### config.mk
export PLATFORM = sky130hd
export DESIGN_NAME = pipeline_ctrl
export DESIGN_NICKNAME = d
export VERILOG_FILES = /design/src/rtl/pipe_pkg.sv /design/src/rtl/inst_decoder.sv /design/src/rtl/stage_reg.sv /design/src/rtl/hazard_unit.sv /design/src/rtl/pipeline_ctrl.sv
export SDC_FILE = /design/constraint.sdc
export NUM_CORES = 1
export LEC_CHECK = 0
export BUFFER_PORTS_ARGS = -buffer_cell sky130_fd_sc_hd__buf_2
export CAP_MARGIN = 20
export CORE_ASPECT_RATIO = 1.2
export CORE_MARGIN = 8
export CORE_UTILIZATION = 58
export DETAILED_ROUTE_END_ITERATION = 8
export GPL_ROUTABILITY_DRIVEN = 0
export PLACE_DENSITY = 0.81
export SLEW_MARGIN = 15
export SYNTH_ARGS = -nofsm -noshare
export SYNTH_HDL_FRONTEND = slang
export SYNTH_HIERARCHICAL = 1
export SYNTH_SLANG_ARGS = --single-unit
export TNS_END_PERCENT = 10
### constraint.sdc
create_clock -name clk -period 14.6 [get_ports clk]
set_input_delay 4.38 -clock clk [delete_from_list [all_inputs] [get_ports clk]]
set_output_delay 4.38 -clock clk [all_outputs]
set_load 0.01 [all_outputs]
### src/rtl/pipe_pkg.sv
//********************
// Shared types and constants for the pipeline control block.
// Holds the decoded-instruction struct, the payload carried by every
// stage register, and the RV32I opcode and system-word encodings.
// Modules take it with a wildcard import in their header.
//********************

package pipe_pkg;

    // Architectural register index
    typedef logic [4:0] reg_addr_t;

    // Decoder output, 22 bits
    typedef struct packed {
        reg_addr_t rs1;
        logic      en_rs1;
        reg_addr_t rs2;
        logic      en_rs2;
        reg_addr_t rd;
        logic      en_rd;
        logic      is_load;
        logic      is_store;
        logic      is_mret;
        logic      is_ecall;
    } decoded_inst_t;

    // What each stage register carries, 54 bits
    typedef struct packed {
        decoded_inst_t deco;
        logic [31:0]   pc;
    } stage_payload_t;

    // RV32I major opcodes
    localparam logic [6:0] op_lui    = 7'b0110111;
    localparam logic [6:0] op_auipc  = 7'b0010111;
    localparam logic [6:0] op_jal    = 7'b1101111;
    localparam logic [6:0] op_jalr   = 7'b1100111;
    localparam logic [6:0] op_branch = 7'b1100011;
    localparam logic [6:0] op_load   = 7'b0000011;
    localparam logic [6:0] op_store  = 7'b0100011;
    localparam logic [6:0] op_op_imm = 7'b0010011;
    localparam logic [6:0] op_op     = 7'b0110011;
    localparam logic [6:0] op_system = 7'b1110011;

    // Full-word encodings matched by the decoder
    localparam logic [31:0] mret_word  = 32'h3020_0073;
    localparam logic [31:0] ecall_word = 32'h0000_0073;

endpackage

### src/rtl/inst_decoder.sv
//********************
// Combinational RV32I decoder for the pipeline control.
// Turns a raw instruction word into the register usage and the
// few flags the hazard logic needs. No clock, no state.
//********************

module inst_decoder import pipe_pkg::*; (
    input  logic [31:0]   inst,
    output decoded_inst_t deco
);

    logic [6:0] opcode;
    logic [2:0] funct3;

    assign opcode = inst[6:0];
    assign funct3 = inst[14:12];

    always_comb begin
        deco = '0;

        // Register fields sit at fixed positions in every format
        deco.rs1 = inst[19:15];
        deco.rs2 = inst[24:20];
        deco.rd  = inst[11:7];

        case (opcode)
            op_lui, op_auipc, op_jal: begin
                deco.en_rd = 1'b1;
            end
            op_jalr: begin
                deco.en_rs1 = 1'b1;
                deco.en_rd  = 1'b1;
            end
            op_branch: begin
                deco.en_rs1 = 1'b1;
                deco.en_rs2 = 1'b1;
            end
            op_load: begin
                deco.en_rs1  = 1'b1;
                deco.en_rd   = 1'b1;
                deco.is_load = 1'b1;
            end
            op_store: begin
                deco.en_rs1   = 1'b1;
                deco.en_rs2   = 1'b1;
                deco.is_store = 1'b1;
            end
            op_op_imm: begin
                deco.en_rs1 = 1'b1;
                deco.en_rd  = 1'b1;
            end
            op_op: begin
                deco.en_rs1 = 1'b1;
                deco.en_rs2 = 1'b1;
                deco.en_rd  = 1'b1;
            end
            op_system: begin
                // CSR accesses write rd; the immediate forms have no rs1
                if (funct3 != 3'b000) begin
                    deco.en_rd  = 1'b1;
                    deco.en_rs1 = !funct3[2];
                end
            end
            default: begin
                deco.en_rd = 1'b0;
            end
        endcase

        // x0 is never a real destination
        if (deco.rd == '0) begin
            deco.en_rd = 1'b0;
        end

        deco.is_mret  = (inst == mret_word);
        deco.is_ecall = (inst == ecall_word);
    end

endmodule

### src/rtl/stage_reg.sv
//********************
// One pipeline stage register: a valid bit plus a payload.
// Hold, bubble and flush come from the hazard unit. The payload
// type is a parameter so the same block serves any stage contents.
//********************

module stage_reg #(
    parameter type payload_t = logic
) (
    input  logic     clk,
    input  logic     rst,
    input  logic     stall,
    input  logic     prev_stall,
    input  logic     flush,
    input  logic     in_valid,
    input  payload_t in_payload,
    output logic     out_valid,
    output payload_t out_payload
);

    // Control state, priority reset > flush > hold > bubble > load
    always_ff @(posedge clk) begin
        if (rst) begin
            out_valid <= 1'b0;
        end else if (flush) begin
            out_valid <= 1'b0;
        end else if (!stall) begin
            // Upstream held back means nothing moves in this cycle
            out_valid <= prev_stall ? 1'b0 : in_valid;
        end
    end

    // Payload only matters while valid, so it just follows the load case
    always_ff @(posedge clk) begin
        if (!stall && !prev_stall) begin
            out_payload <= in_payload;
        end
    end

endmodule

### src/rtl/hazard_unit.sv
//********************
// Hazard detection across the ID, EX, MEM and WB stages.
// Raises read-after-write interlocks (no forwarding), the mret drain,
// data-cache waits in MEM and the ecall hold in WB. Every stall
// output includes all stalls further down the pipe.
//********************

module hazard_unit import pipe_pkg::*; (
    input  stage_payload_t id_payload,
    input  stage_payload_t ex_payload,
    input  stage_payload_t mem_payload,
    input  stage_payload_t wb_payload,

    input  logic           id_valid,
    input  logic           ex_valid,
    input  logic           mem_valid,
    input  logic           wb_valid,

    // Memory stage levels
    input  logic           dcache_valid,
    input  logic           write_done,
    input  logic           dcache_enable,

    // WB stage level
    input  logic           ecall_stall,

    output logic           id_stall,
    output logic           ex_stall,
    output logic           mem_stall,
    output logic           wb_stall,
    output logic           flush_before_wb
);

    logic raw_ex;
    logic raw_mem;
    logic raw_wb;
    logic mret_drain;
    logic id_hold;
    logic mem_wait;
    logic wb_hold;

    // True when dst writes a register that src reads
    function automatic logic reads_dest(decoded_inst_t src, decoded_inst_t dst);
        logic hit_rs1;
        logic hit_rs2;
        hit_rs1 = src.en_rs1 && (src.rs1 == dst.rd);
        hit_rs2 = src.en_rs2 && (src.rs2 == dst.rd);
        return dst.en_rd && (hit_rs1 || hit_rs2);
    endfunction

    assign raw_ex  = ex_valid  && reads_dest(id_payload.deco, ex_payload.deco);
    assign raw_mem = mem_valid && reads_dest(id_payload.deco, mem_payload.deco);
    assign raw_wb  = wb_valid  && reads_dest(id_payload.deco, wb_payload.deco);

    // mret waits until everything older has left the pipe
    assign mret_drain = id_payload.deco.is_mret && (ex_valid || mem_valid || wb_valid);

    assign id_hold = id_valid && (mret_drain || raw_ex || raw_mem || raw_wb);

    // Enable gates both the load and the store wait
    assign mem_wait = mem_valid && dcache_enable &&
                      ((mem_payload.deco.is_load  && !dcache_valid) ||
                       (mem_payload.deco.is_store && !write_done));

    assign wb_hold = ecall_stall;

    // Chain from WB back toward ID
    assign wb_stall  = wb_hold;
    assign mem_stall = mem_wait || wb_stall;
    assign ex_stall  = mem_stall;
    assign id_stall  = id_hold || ex_stall;

    // Younger stages are squashed while an ecall sits in WB
    assign flush_before_wb = wb_valid && wb_payload.deco.is_ecall;

endmodule

### src/rtl/pipeline_ctrl.sv
//********************
// Top of the pipeline control for a five-stage RV32I core.
// Decodes the fetched word, walks it through the ID, EX, MEM and WB
// stage registers under hazard control and reports each retire.
// Fetch offers a word with inst_valid and must hold it while
// inst_ready is low.
//********************

module pipeline_ctrl import pipe_pkg::*; (
    input  logic        clk,
    input  logic        rst,

    // Fetch side
    input  logic        inst_valid,
    input  logic [31:0] inst,
    input  logic [31:0] inst_pc,
    output logic        inst_ready,

    // Memory and WB levels
    input  logic        dcache_enable,
    input  logic        dcache_valid,
    input  logic        write_done,
    input  logic        ecall_stall,

    output logic        id_stall,
    output logic        ex_stall,
    output logic        mem_stall,
    output logic        wb_stall,
    output logic        flush_before_wb,

    // Retire port
    output logic        retire_valid,
    output logic [31:0] retire_pc,
    output reg_addr_t   retire_rd,
    output logic        retire_en_rd
);

    decoded_inst_t  fetch_deco;
    stage_payload_t fetch_payload;

    logic           id_valid;
    logic           ex_valid;
    logic           mem_valid;
    logic           wb_valid;
    stage_payload_t id_payload;
    stage_payload_t ex_payload;
    stage_payload_t mem_payload;
    stage_payload_t wb_payload;

    inst_decoder u_decoder (
        .inst (inst),
        .deco (fetch_deco)
    );

    assign fetch_payload.deco = fetch_deco;
    assign fetch_payload.pc   = inst_pc;

    // Fetch has no stage register here, so nothing upstream of ID stalls
    stage_reg #(.payload_t(stage_payload_t)) id_reg (
        .clk         (clk),
        .rst         (rst),
        .stall       (id_stall),
        .prev_stall  (1'b0),
        .flush       (flush_before_wb),
        .in_valid    (inst_valid),
        .in_payload  (fetch_payload),
        .out_valid   (id_valid),
        .out_payload (id_payload)
    );

    stage_reg #(.payload_t(stage_payload_t)) ex_reg (
        .clk         (clk),
        .rst         (rst),
        .stall       (ex_stall),
        .prev_stall  (id_stall),
        .flush       (flush_before_wb),
        .in_valid    (id_valid),
        .in_payload  (id_payload),
        .out_valid   (ex_valid),
        .out_payload (ex_payload)
    );

    stage_reg #(.payload_t(stage_payload_t)) mem_reg (
        .clk         (clk),
        .rst         (rst),
        .stall       (mem_stall),
        .prev_stall  (ex_stall),
        .flush       (flush_before_wb),
        .in_valid    (ex_valid),
        .in_payload  (ex_payload),
        .out_valid   (mem_valid),
        .out_payload (mem_payload)
    );

    // The ecall itself stays in WB and is never flushed
    stage_reg #(.payload_t(stage_payload_t)) wb_reg (
        .clk         (clk),
        .rst         (rst),
        .stall       (wb_stall),
        .prev_stall  (mem_stall),
        .flush       (1'b0),
        .in_valid    (mem_valid),
        .in_payload  (mem_payload),
        .out_valid   (wb_valid),
        .out_payload (wb_payload)
    );

    hazard_unit u_hazard (
        .id_payload      (id_payload),
        .ex_payload      (ex_payload),
        .mem_payload     (mem_payload),
        .wb_payload      (wb_payload),
        .id_valid        (id_valid),
        .ex_valid        (ex_valid),
        .mem_valid       (mem_valid),
        .wb_valid        (wb_valid),
        .dcache_valid    (dcache_valid),
        .write_done      (write_done),
        .dcache_enable   (dcache_enable),
        .ecall_stall     (ecall_stall),
        .id_stall        (id_stall),
        .ex_stall        (ex_stall),
        .mem_stall       (mem_stall),
        .wb_stall        (wb_stall),
        .flush_before_wb (flush_before_wb)
    );

    assign inst_ready = !id_stall;

    assign retire_valid = wb_valid && !wb_stall;
    assign retire_pc    = wb_payload.pc;
    assign retire_rd    = wb_payload.deco.rd;
    assign retire_en_rd = wb_payload.deco.en_rd;

endmodule

[Yosys cells after proc, flatten, opt, wreduce, memory -nomap -nowiden]
Cells that the tools add are included.
Word-level totals
  bits in registers: 179
  word-level logic and storage cells: 103
  output and inout bits: 45
Operators by class
  reduce and logical (&&, ||, !) cells: 45
  equality and inequality tests: 18
  mux-type cells: 9
Operators with widths (number)
  $eq A32 B30 Y1 const B: 1
  $eq A32 B7 Y1 const B: 1
  $eq A5 B5 Y1: 6
  $eq A7 B7 Y1 const B: 4
  $logic_and A1 B1 Y1: 22
  $eq A7 B6 Y1 const B: 3
  $eq A7 B5 Y1 const B: 2
  $logic_or A1 B1 Y1: 11
  $eq A7 B2 Y1 const B: 1
  $mux W1: 7
  $reduce_or A7 Y1: 1
  $logic_not A1 Y1: 6
  $reduce_or A6 Y1: 1
  $logic_not A5 Y1: 1
  $pmux W1 S2: 2
  $reduce_bool A3 Y1: 1
  $reduce_or A3 Y1: 1
  $reduce_or A2 Y1: 1

[Longest topological paths before layout]
Gate-level depths: netlist of the first run.
  word-level depth: 12
  depth in mapped cells: 7

[Modules after synthesis]
Netlist of the first run, hierarchy kept.
Modules (own cells, without submodules)
  stage_reg: instances 4, area each 1670.4 sq um, cells an instance 59
  hazard_unit: instances 1, area each 430.4 sq um, cells an instance 56
  inst_decoder: instances 1, area each 317.8 sq um, cells an instance 47
  pipeline_ctrl: instances 1, area each 21.3 sq um, cells an instance 3

[Worst setup path before layout of the first run]
OpenSTA, ideal clock, no wires.
  kind: in2out
  start point: input port dcache_valid
  end point: output port inst_ready
  stages on the path: 5
  data required time: 10.220 ns
  path buffers: 0
  setup slack: 4.794 ns
  arrival time: 5.426 ns
  cell sequence: o22ai_1 > a31o_2 > nand4b_1 > o32a_1 > inv_1
Between the ends
  longest elaborated chain between the ends: 7
Ends and longest elaborated chain
  from (decl): line pipeline_ctrl.sv:21  | input logic dcache_valid,
  $logic_not A1 Y1: line hazard_unit.sv:62  | ((mem_payload.deco.is_load && !dcache_valid) ||
  $logic_and A1 B1 Y1: line hazard_unit.sv:62
  $logic_or A1 B1 Y1: line hazard_unit.sv:62
  $logic_and A1 B1 Y1: line hazard_unit.sv:61  | assign mem_wait = mem_valid && dcache_enable &&
  $logic_or A1 B1 Y1: line hazard_unit.sv:69  | assign mem_stall = mem_wait || wb_stall;
  named net ex_stall: line pipeline_ctrl.sv:26  | output logic ex_stall,
  $logic_or A1 B1 Y1: line hazard_unit.sv:71  | assign id_stall = id_hold || ex_stall;
  named net id_stall: line pipeline_ctrl.sv:25  | output logic id_stall,
  $logic_not A1 Y1: line pipeline_ctrl.sv:128  | assign inst_ready = !id_stall;
  to (decl): line pipeline_ctrl.sv:17  | output logic inst_ready,
The timed path passes the listed nets, and every way through them passes these cells.

[Final worst setup path of the first run]
  start point: input port write_done
  end point: output port inst_ready
Between the ends
  longest elaborated chain between the ends: 7
Ends and longest elaborated chain
  from (decl): line pipeline_ctrl.sv:22  | input logic write_done,
  $logic_not A1 Y1: line hazard_unit.sv:63  | (mem_payload.deco.is_store && !write_done));
  $logic_and A1 B1 Y1: line hazard_unit.sv:63
  $logic_or A1 B1 Y1: line hazard_unit.sv:62
  $logic_and A1 B1 Y1: line hazard_unit.sv:61
  $logic_or A1 B1 Y1: line hazard_unit.sv:69
  $logic_or A1 B1 Y1: line hazard_unit.sv:71
  $logic_not A1 Y1: line pipeline_ctrl.sv:128
No other way between the ends.

==> flow_metrics.py, run 1 <==
metrics = {
    "floorplan": {
        "dieHeight_um": 129.4,
        "initial_utilization_pct": 59.43,
        "die_w_um": 110.5,
        "ioPinCount": 116,
        "rows": 41,
        "die-area_um2": 14310,
        "core_um2": 10470,
    },
    "timing": {
        "relSlewSlack_pct": 56.98,
        "finalHoldViolCount": 0,
        "setup_tns_ns": 0,
        "fin_crit_sh_pct": 69.87,
        "skew_ns": 0.01794,
        "tightest_slew_ns": 0.6438,
        "slew_violations": 0,
        "setup_violations": 0,
        "fin_crit_ns": 10.20,
        "hold_ws_ns": 0.4048,
        "clock.fmax_ghz": 0.09803,
        "rsz0062_at_grt": "no",
    },
    "clock_network": {
        "post-cts-setup-buffers": 0,
        "clock-sinks": 179,
        "htreeDepth": 4,
        "root_buffer": "clkbuf_16",
        "cts_buffers": 17,
        "cts_tree": "built",
        "cts_hold_buf": 0,
        "clk_path_buf_depth": 2,
        "clk_latency_ns": 0.43,
        "post_cts_resized": 0,
        "path_clk_slew_ns": 0.07,
    },
    "worst_setup_path": {
        "path_class": "input pin to output port",
        "cp_max_fo": 14,
        "cp_data_arrival_time_ns": 5.82,
        "required_ns": 10.22,
        "worst_setup_path_start_kind": "input pin",
        "endpoint_kind": "output port",
    },
    "final_layout": {
        "final_cell_count_no_fill": 566,
        "diodes": 0,
        "fin_util_pct": 71.72,
        "layout_common_cells": "175 x edfxtp_1, 115 x buf_2, 17 x clkbuf_16",
        "syn_to_final_growth_pct": 20.68,
        "drive_gt1_share_pct": 36.38,
        "final_common_cell": "edfxtp_1",
        "nNetsFinal": 495,
    },
    "pwr": {
        "p_per_area_nw_per_um2": 143.4,
        "internal_power_uw": 849.8,
        "power_leakage_uw": 0.002691,
        "p_comb_share_pct": 4.3,
        "clkPwrFrac_pct": 39.6,
        "p_total_uw": 1076,
        "ir_drop_mv": 0.08616,
        "switching_power_uw": 226.2,
        "swShare_pct": 21.02,
        "pwr-share-seq_pct": 56.1,
    },
    "routing": {
        "via_count": 2984,
        "drc": 0,
        "first_pass_iters": 4,
        "avgRoutedWirePerCell_um": 18.95,
        "drt_iter0_markers": 157,
        "ant_nets": 0,
        "vias_per_cell": 5.272,
        "wirelength_um": 10730,
    },
    "global_routing": {
        "grt.met2_usage_pct": 25.32,
        "antenna_found_initial": 0,
        "grt_usage_pct": 15.20,
        "grt_pass1_vias": 3163,
        "grt_max_degree": 42,
        "gr-usage-met1_pct": 17.00,
        "grt_overflow": 0,
        "met3_usage_pct": 5.964,
        "grt_pass1_wl_um": 16420,
        "top_usage_layer": "met2",
    },
    "logic_synthesis": {
        "syn_area_per_cell_um2": 20.66,
        "synthCells": 301,
        "syn_area_um2": 6220,
        "ys.warnings.count": 6,
    },
    "placement": {
        "dp.cells": 531,
        "dp.final_hpwl_um": 7371,
        "port_buffers": 115,
    },
    "run": {
        "max-cap-violations": 0,
    },
    "min_path": {
        "min_path_type": "register to register",
    },
    "outcome": {
        "status": "complete, no violations",
    },
}
## layer usage
layer / wire length [um] / vias to the layer above
met4: 201 / 0
met5: 0 / -
met1: 4225 / 1444
met3: 757 / 14
li1: - / 1404
met2: 5541 / 122
## path summary, 6_finish.rpt
check                           from                endpoint  slack [ns]  cells after the start
min           id_reg/out_payload[25]  ex_reg/out_payload[25]        0.40                      0
max reg2reg  mem_reg/out_payload[34]  id_reg/out_payload[51]       11.66                      7
min reg2reg   id_reg/out_payload[25]  ex_reg/out_payload[25]        0.40                      0
max                       write_done              inst_ready        4.40                      7
## critical path, cell delays in order
cell	delay, ns
buf_2	0.10
o22ai_1	0.14
a31o_2	0.43
nand4b_1	0.18
o32a_1	0.37
inv_1	0.07
buf_2	0.15
## per-stage QoR
stage          cell area [um^2]  worst slack (ns)
6_report                   7506             4.399
5_1_grt                    7506             4.253
4_1_cts                    7431             4.394
3_5_place_dp               6874             4.405
3_3_place_gp               6874             4.449
2_1_floorplan              6227             4.794
## state kept, by name, summed over array words and instances, names as in the netlist
signal               count
mem_reg/out_payload     41
wb_reg/out_payload      39
ex_reg/out_valid         1
ex_reg/out_payload      41
id_reg/out_payload      54
wb_reg/out_valid         1
mem_reg/out_valid        1
id_reg/out_valid         1
## power groups by stage
stage | clock (uW) | sequential, uW | combinational (uW)
after global routing | 455 | 606 | 50.3
after floorplan | 0 | 614 | 21.4
after detailed placement | 0 | 615 | 43.2
after CTS | 430 | 605 | 43.8
final | 426 | 604 | 46.0
after global placement | 0 | 613 | 41.1
## layout make-up
cell class,instances,area [um^2]
clock buffers,19,432.9
clock inverters,13,123.9
fillers,657,2959
inverters,4,15.01
multi-input cells,103,779.5
flip-flops and latches,179,5335
well taps,129,161.4
repair buffers,119,658.1
(Power assumes the default switching activity.)
==> inputs of run 2 (changes only) <==
- CORE_UTILIZATION: 58 -> 56
- PLACE_DENSITY: 0.81 -> 0.79
- clock period: 14.6 -> 10.15 ns (I/O delays scaled with it)
==> run 2 against run 1 <==
Against the previous run: setup slack got worse by 1.8 ns; critical path type unchanged; largest cell class unchanged; sequential cell count is the same; combinational power rose by 44%.
==> flow_metrics.py, run 2 (synthesis results as in run 1) <==
metrics = {
    "clock_network": {
        "path_clk_slew_ns": 0.07,
        "htreeDepth": 4,
        "post_cts_resized": 0,
        "root_buffer": "clkbuf_16",
        "post-cts-setup-buffers": 0,
        "cts_tree": "built",
        "cts_hold_buf": 0,
        "clock-sinks": 179,
        "clk_path_buf_depth": 2,
        "clk_latency_ns": 0.42,
        "cts_buffers": 17,
    },
    "pwr": {
        "p_comb_share_pct": 4.2,
        "ir_drop_mv": 0.1378,
        "clkPwrFrac_pct": 40.4,
        "pwr-share-seq_pct": 55.4,
        "p_per_area_nw_per_um2": 207.2,
        "switching_power_uw": 334.5,
        "swShare_pct": 21.37,
        "internal_power_uw": 1231,
        "power_leakage_uw": 0.002718,
    },
    "routing": {
        "wirelength_um": 9963,
        "vias_per_cell": 5.163,
        "drc": 0,
        "ant_nets": 0,
        "drt_iter0_markers": 98,
        "first_pass_iters": 4,
        "via_count": 2938,
        "avgRoutedWirePerCell_um": 17.51,
    },
    "global_routing": {
        "grt_overflow": 0,
        "grt_pass1_vias": 3185,
        "antenna_found_initial": 0,
        "grt_pass1_wl_um": 15810,
        "grt_max_degree": 42,
        "grt_usage_pct": 14.20,
    },
    "floorplan": {
        "initial_utilization_pct": 56.90,
        "die-area_um2": 14750,
        "die_w_um": 112.2,
        "ioPinCount": 116,
        "core_um2": 10930,
        "rows": 42,
        "dieHeight_um": 131.4,
    },
    "worst_setup_path": {
        "crit_start": "write_done",
        "rr_startpoint": "mem_reg/out_payload[34]",
        "cp_data_arrival_time_ns": 4.47,
        "required_ns": 7.11,
        "cp_max_fo": 14,
        "worstPathCellList": "buf_2 > o22ai_1 > a31o_2 > nand4b_1 > o32a_1 > buf_2",
        "crit_top_cell": "buf_2",
        "cp_top_family": "compound AO/OA/AOI/OAI gates",
        "path_class": "input pin to output port",
        "crit_path_top_delay_cell": "a31o_2",
        "worst_setup_path_start_kind": "input pin",
        "endpoint_kind": "output port",
        "path_buf_inv": 2,
        "cpPeakStageDelay_ns": 0.42,
    },
    "timing": {
        "rsz0062_at_grt": "no",
        "finalHoldViolCount": 0,
        "fin_crit_sh_pct": 74.06,
        "fin_crit_ns": 7.517,
        "setup_violations": 0,
        "clock.fmax_ghz": 0.1330,
        "hold_ws_ns": 0.4147,
        "relSlewSlack_pct": 58.72,
        "setup_tns_ns": 0,
        "slew_violations": 0,
        "tightest_slew_ns": 0.6178,
        "skew_ns": 0.009204,
    },
    "outcome": {
        "status": "complete, no violations",
    },
    "final_layout": {
        "layout_common_cells": "175 x edfxtp_1, 115 x buf_2, 17 x clkbuf_16",
        "largest_register_ff_count": 54,
        "fill_cells": 712,
        "diodes": 0,
        "syn_to_final_growth_pct": 21.46,
        "drive_gt1_share_pct": 37.07,
        "reg.largest.list": "id_reg/out_payload x54, ex_reg/out_payload x41, mem_reg/out_payload x41",
        "top_register": "id_reg/out_payload",
        "final_common_cell": "edfxtp_1",
        "nNetsFinal": 495,
    },
    "placement": {
        "dp.final_hpwl_um": 7016,
        "port_buffers": 115,
    },
    "min_path": {
        "min_path_type": "register to register",
        "hp-start": "id_reg/out_payload[35]",
    },
    "run": {
        "max-cap-violations": 0,
    },
}
-- run 2: cell count changes in the layout (fill, tap and decap cells not counted), sizes merged --
cell	delta
clkbuf	-1
clkinvlp	-2
clkinv	+3
-- run 2: path summary, 6_finish.rpt --
kind / end / slack, ns / cells past startpoint
setup / recovery: id_stall / 2.63 / 6
hold / removal: ex_reg/out_payload[35] / 0.41 / 0
setup reg to reg: id_reg/out_payload[46] / 7.22 / 7
hold reg to reg: ex_reg/out_payload[35] / 0.41 / 0
-- run 2: routing by layer --
metal	global-route usage [%]	wire, um	vias to the layer above
met5	0	0	-
met4	6.987	208	0
met3	5.270	577	15
met2	23.33	5073	109
met1	16.01	4104	1403
li1	-	-	1411
-- run 2: cell type report --
class | instances | area [um^2] | area share [%]
multi-input combinational | 103 | 779.5 | 10.32
inverter | 4 | 15.01 | 0.1987
clock buffer | 18 | 429.2 | 5.681
timing repair buffer | 119 | 665.6 | 8.811
clock inverter | 14 | 165.2 | 2.186
sequential | 179 | 5335 | 70.62
tap | 132 | 165.2 | 2.186
-- run 2: worst register-to-register path, cell delays in order (launching register included) --
cell and delay [ns]:
edfxtp_1 0.37, inv_1 0.07, o22ai_1 0.08, a31o_2 0.37
nand4b_1 0.22, o32a_1 0.44, nor2_4 0.46, buf_4 0.52
-- run 2: through the flow --
| stage | cell area, um^2 | instances | util (%) | setup slack, ns | total power (uW) |
|---|---|---|---|---|---|
| after CTS | 7472 | 566 | 68.36 | 2.633 | 1578 |
| after detailed placement | 6878 | 534 | 62.92 | 2.655 | 946.5 |
| after global placement | 6878 | 534 | 62.92 | 2.669 | 941.3 |
| after floorplan | 6227 | 303 | - | 3.014 | 914.6 |
| after global routing | 7555 | 569 | 69.12 | 2.501 | 1617 |
| final | 7555 | 569 | 69.12 | 2.633 | 1565 |
-- run 2: power by group through the flow --
stage	logic (uW)	clock network (uW)	registers, uW
after floorplan	30.8	0	884
after global placement	60.0	0	881
after detailed placement	62.5	0	884
after CTS	62.7	647	868
after global routing	72.5	674	870
final	66.1	632	867
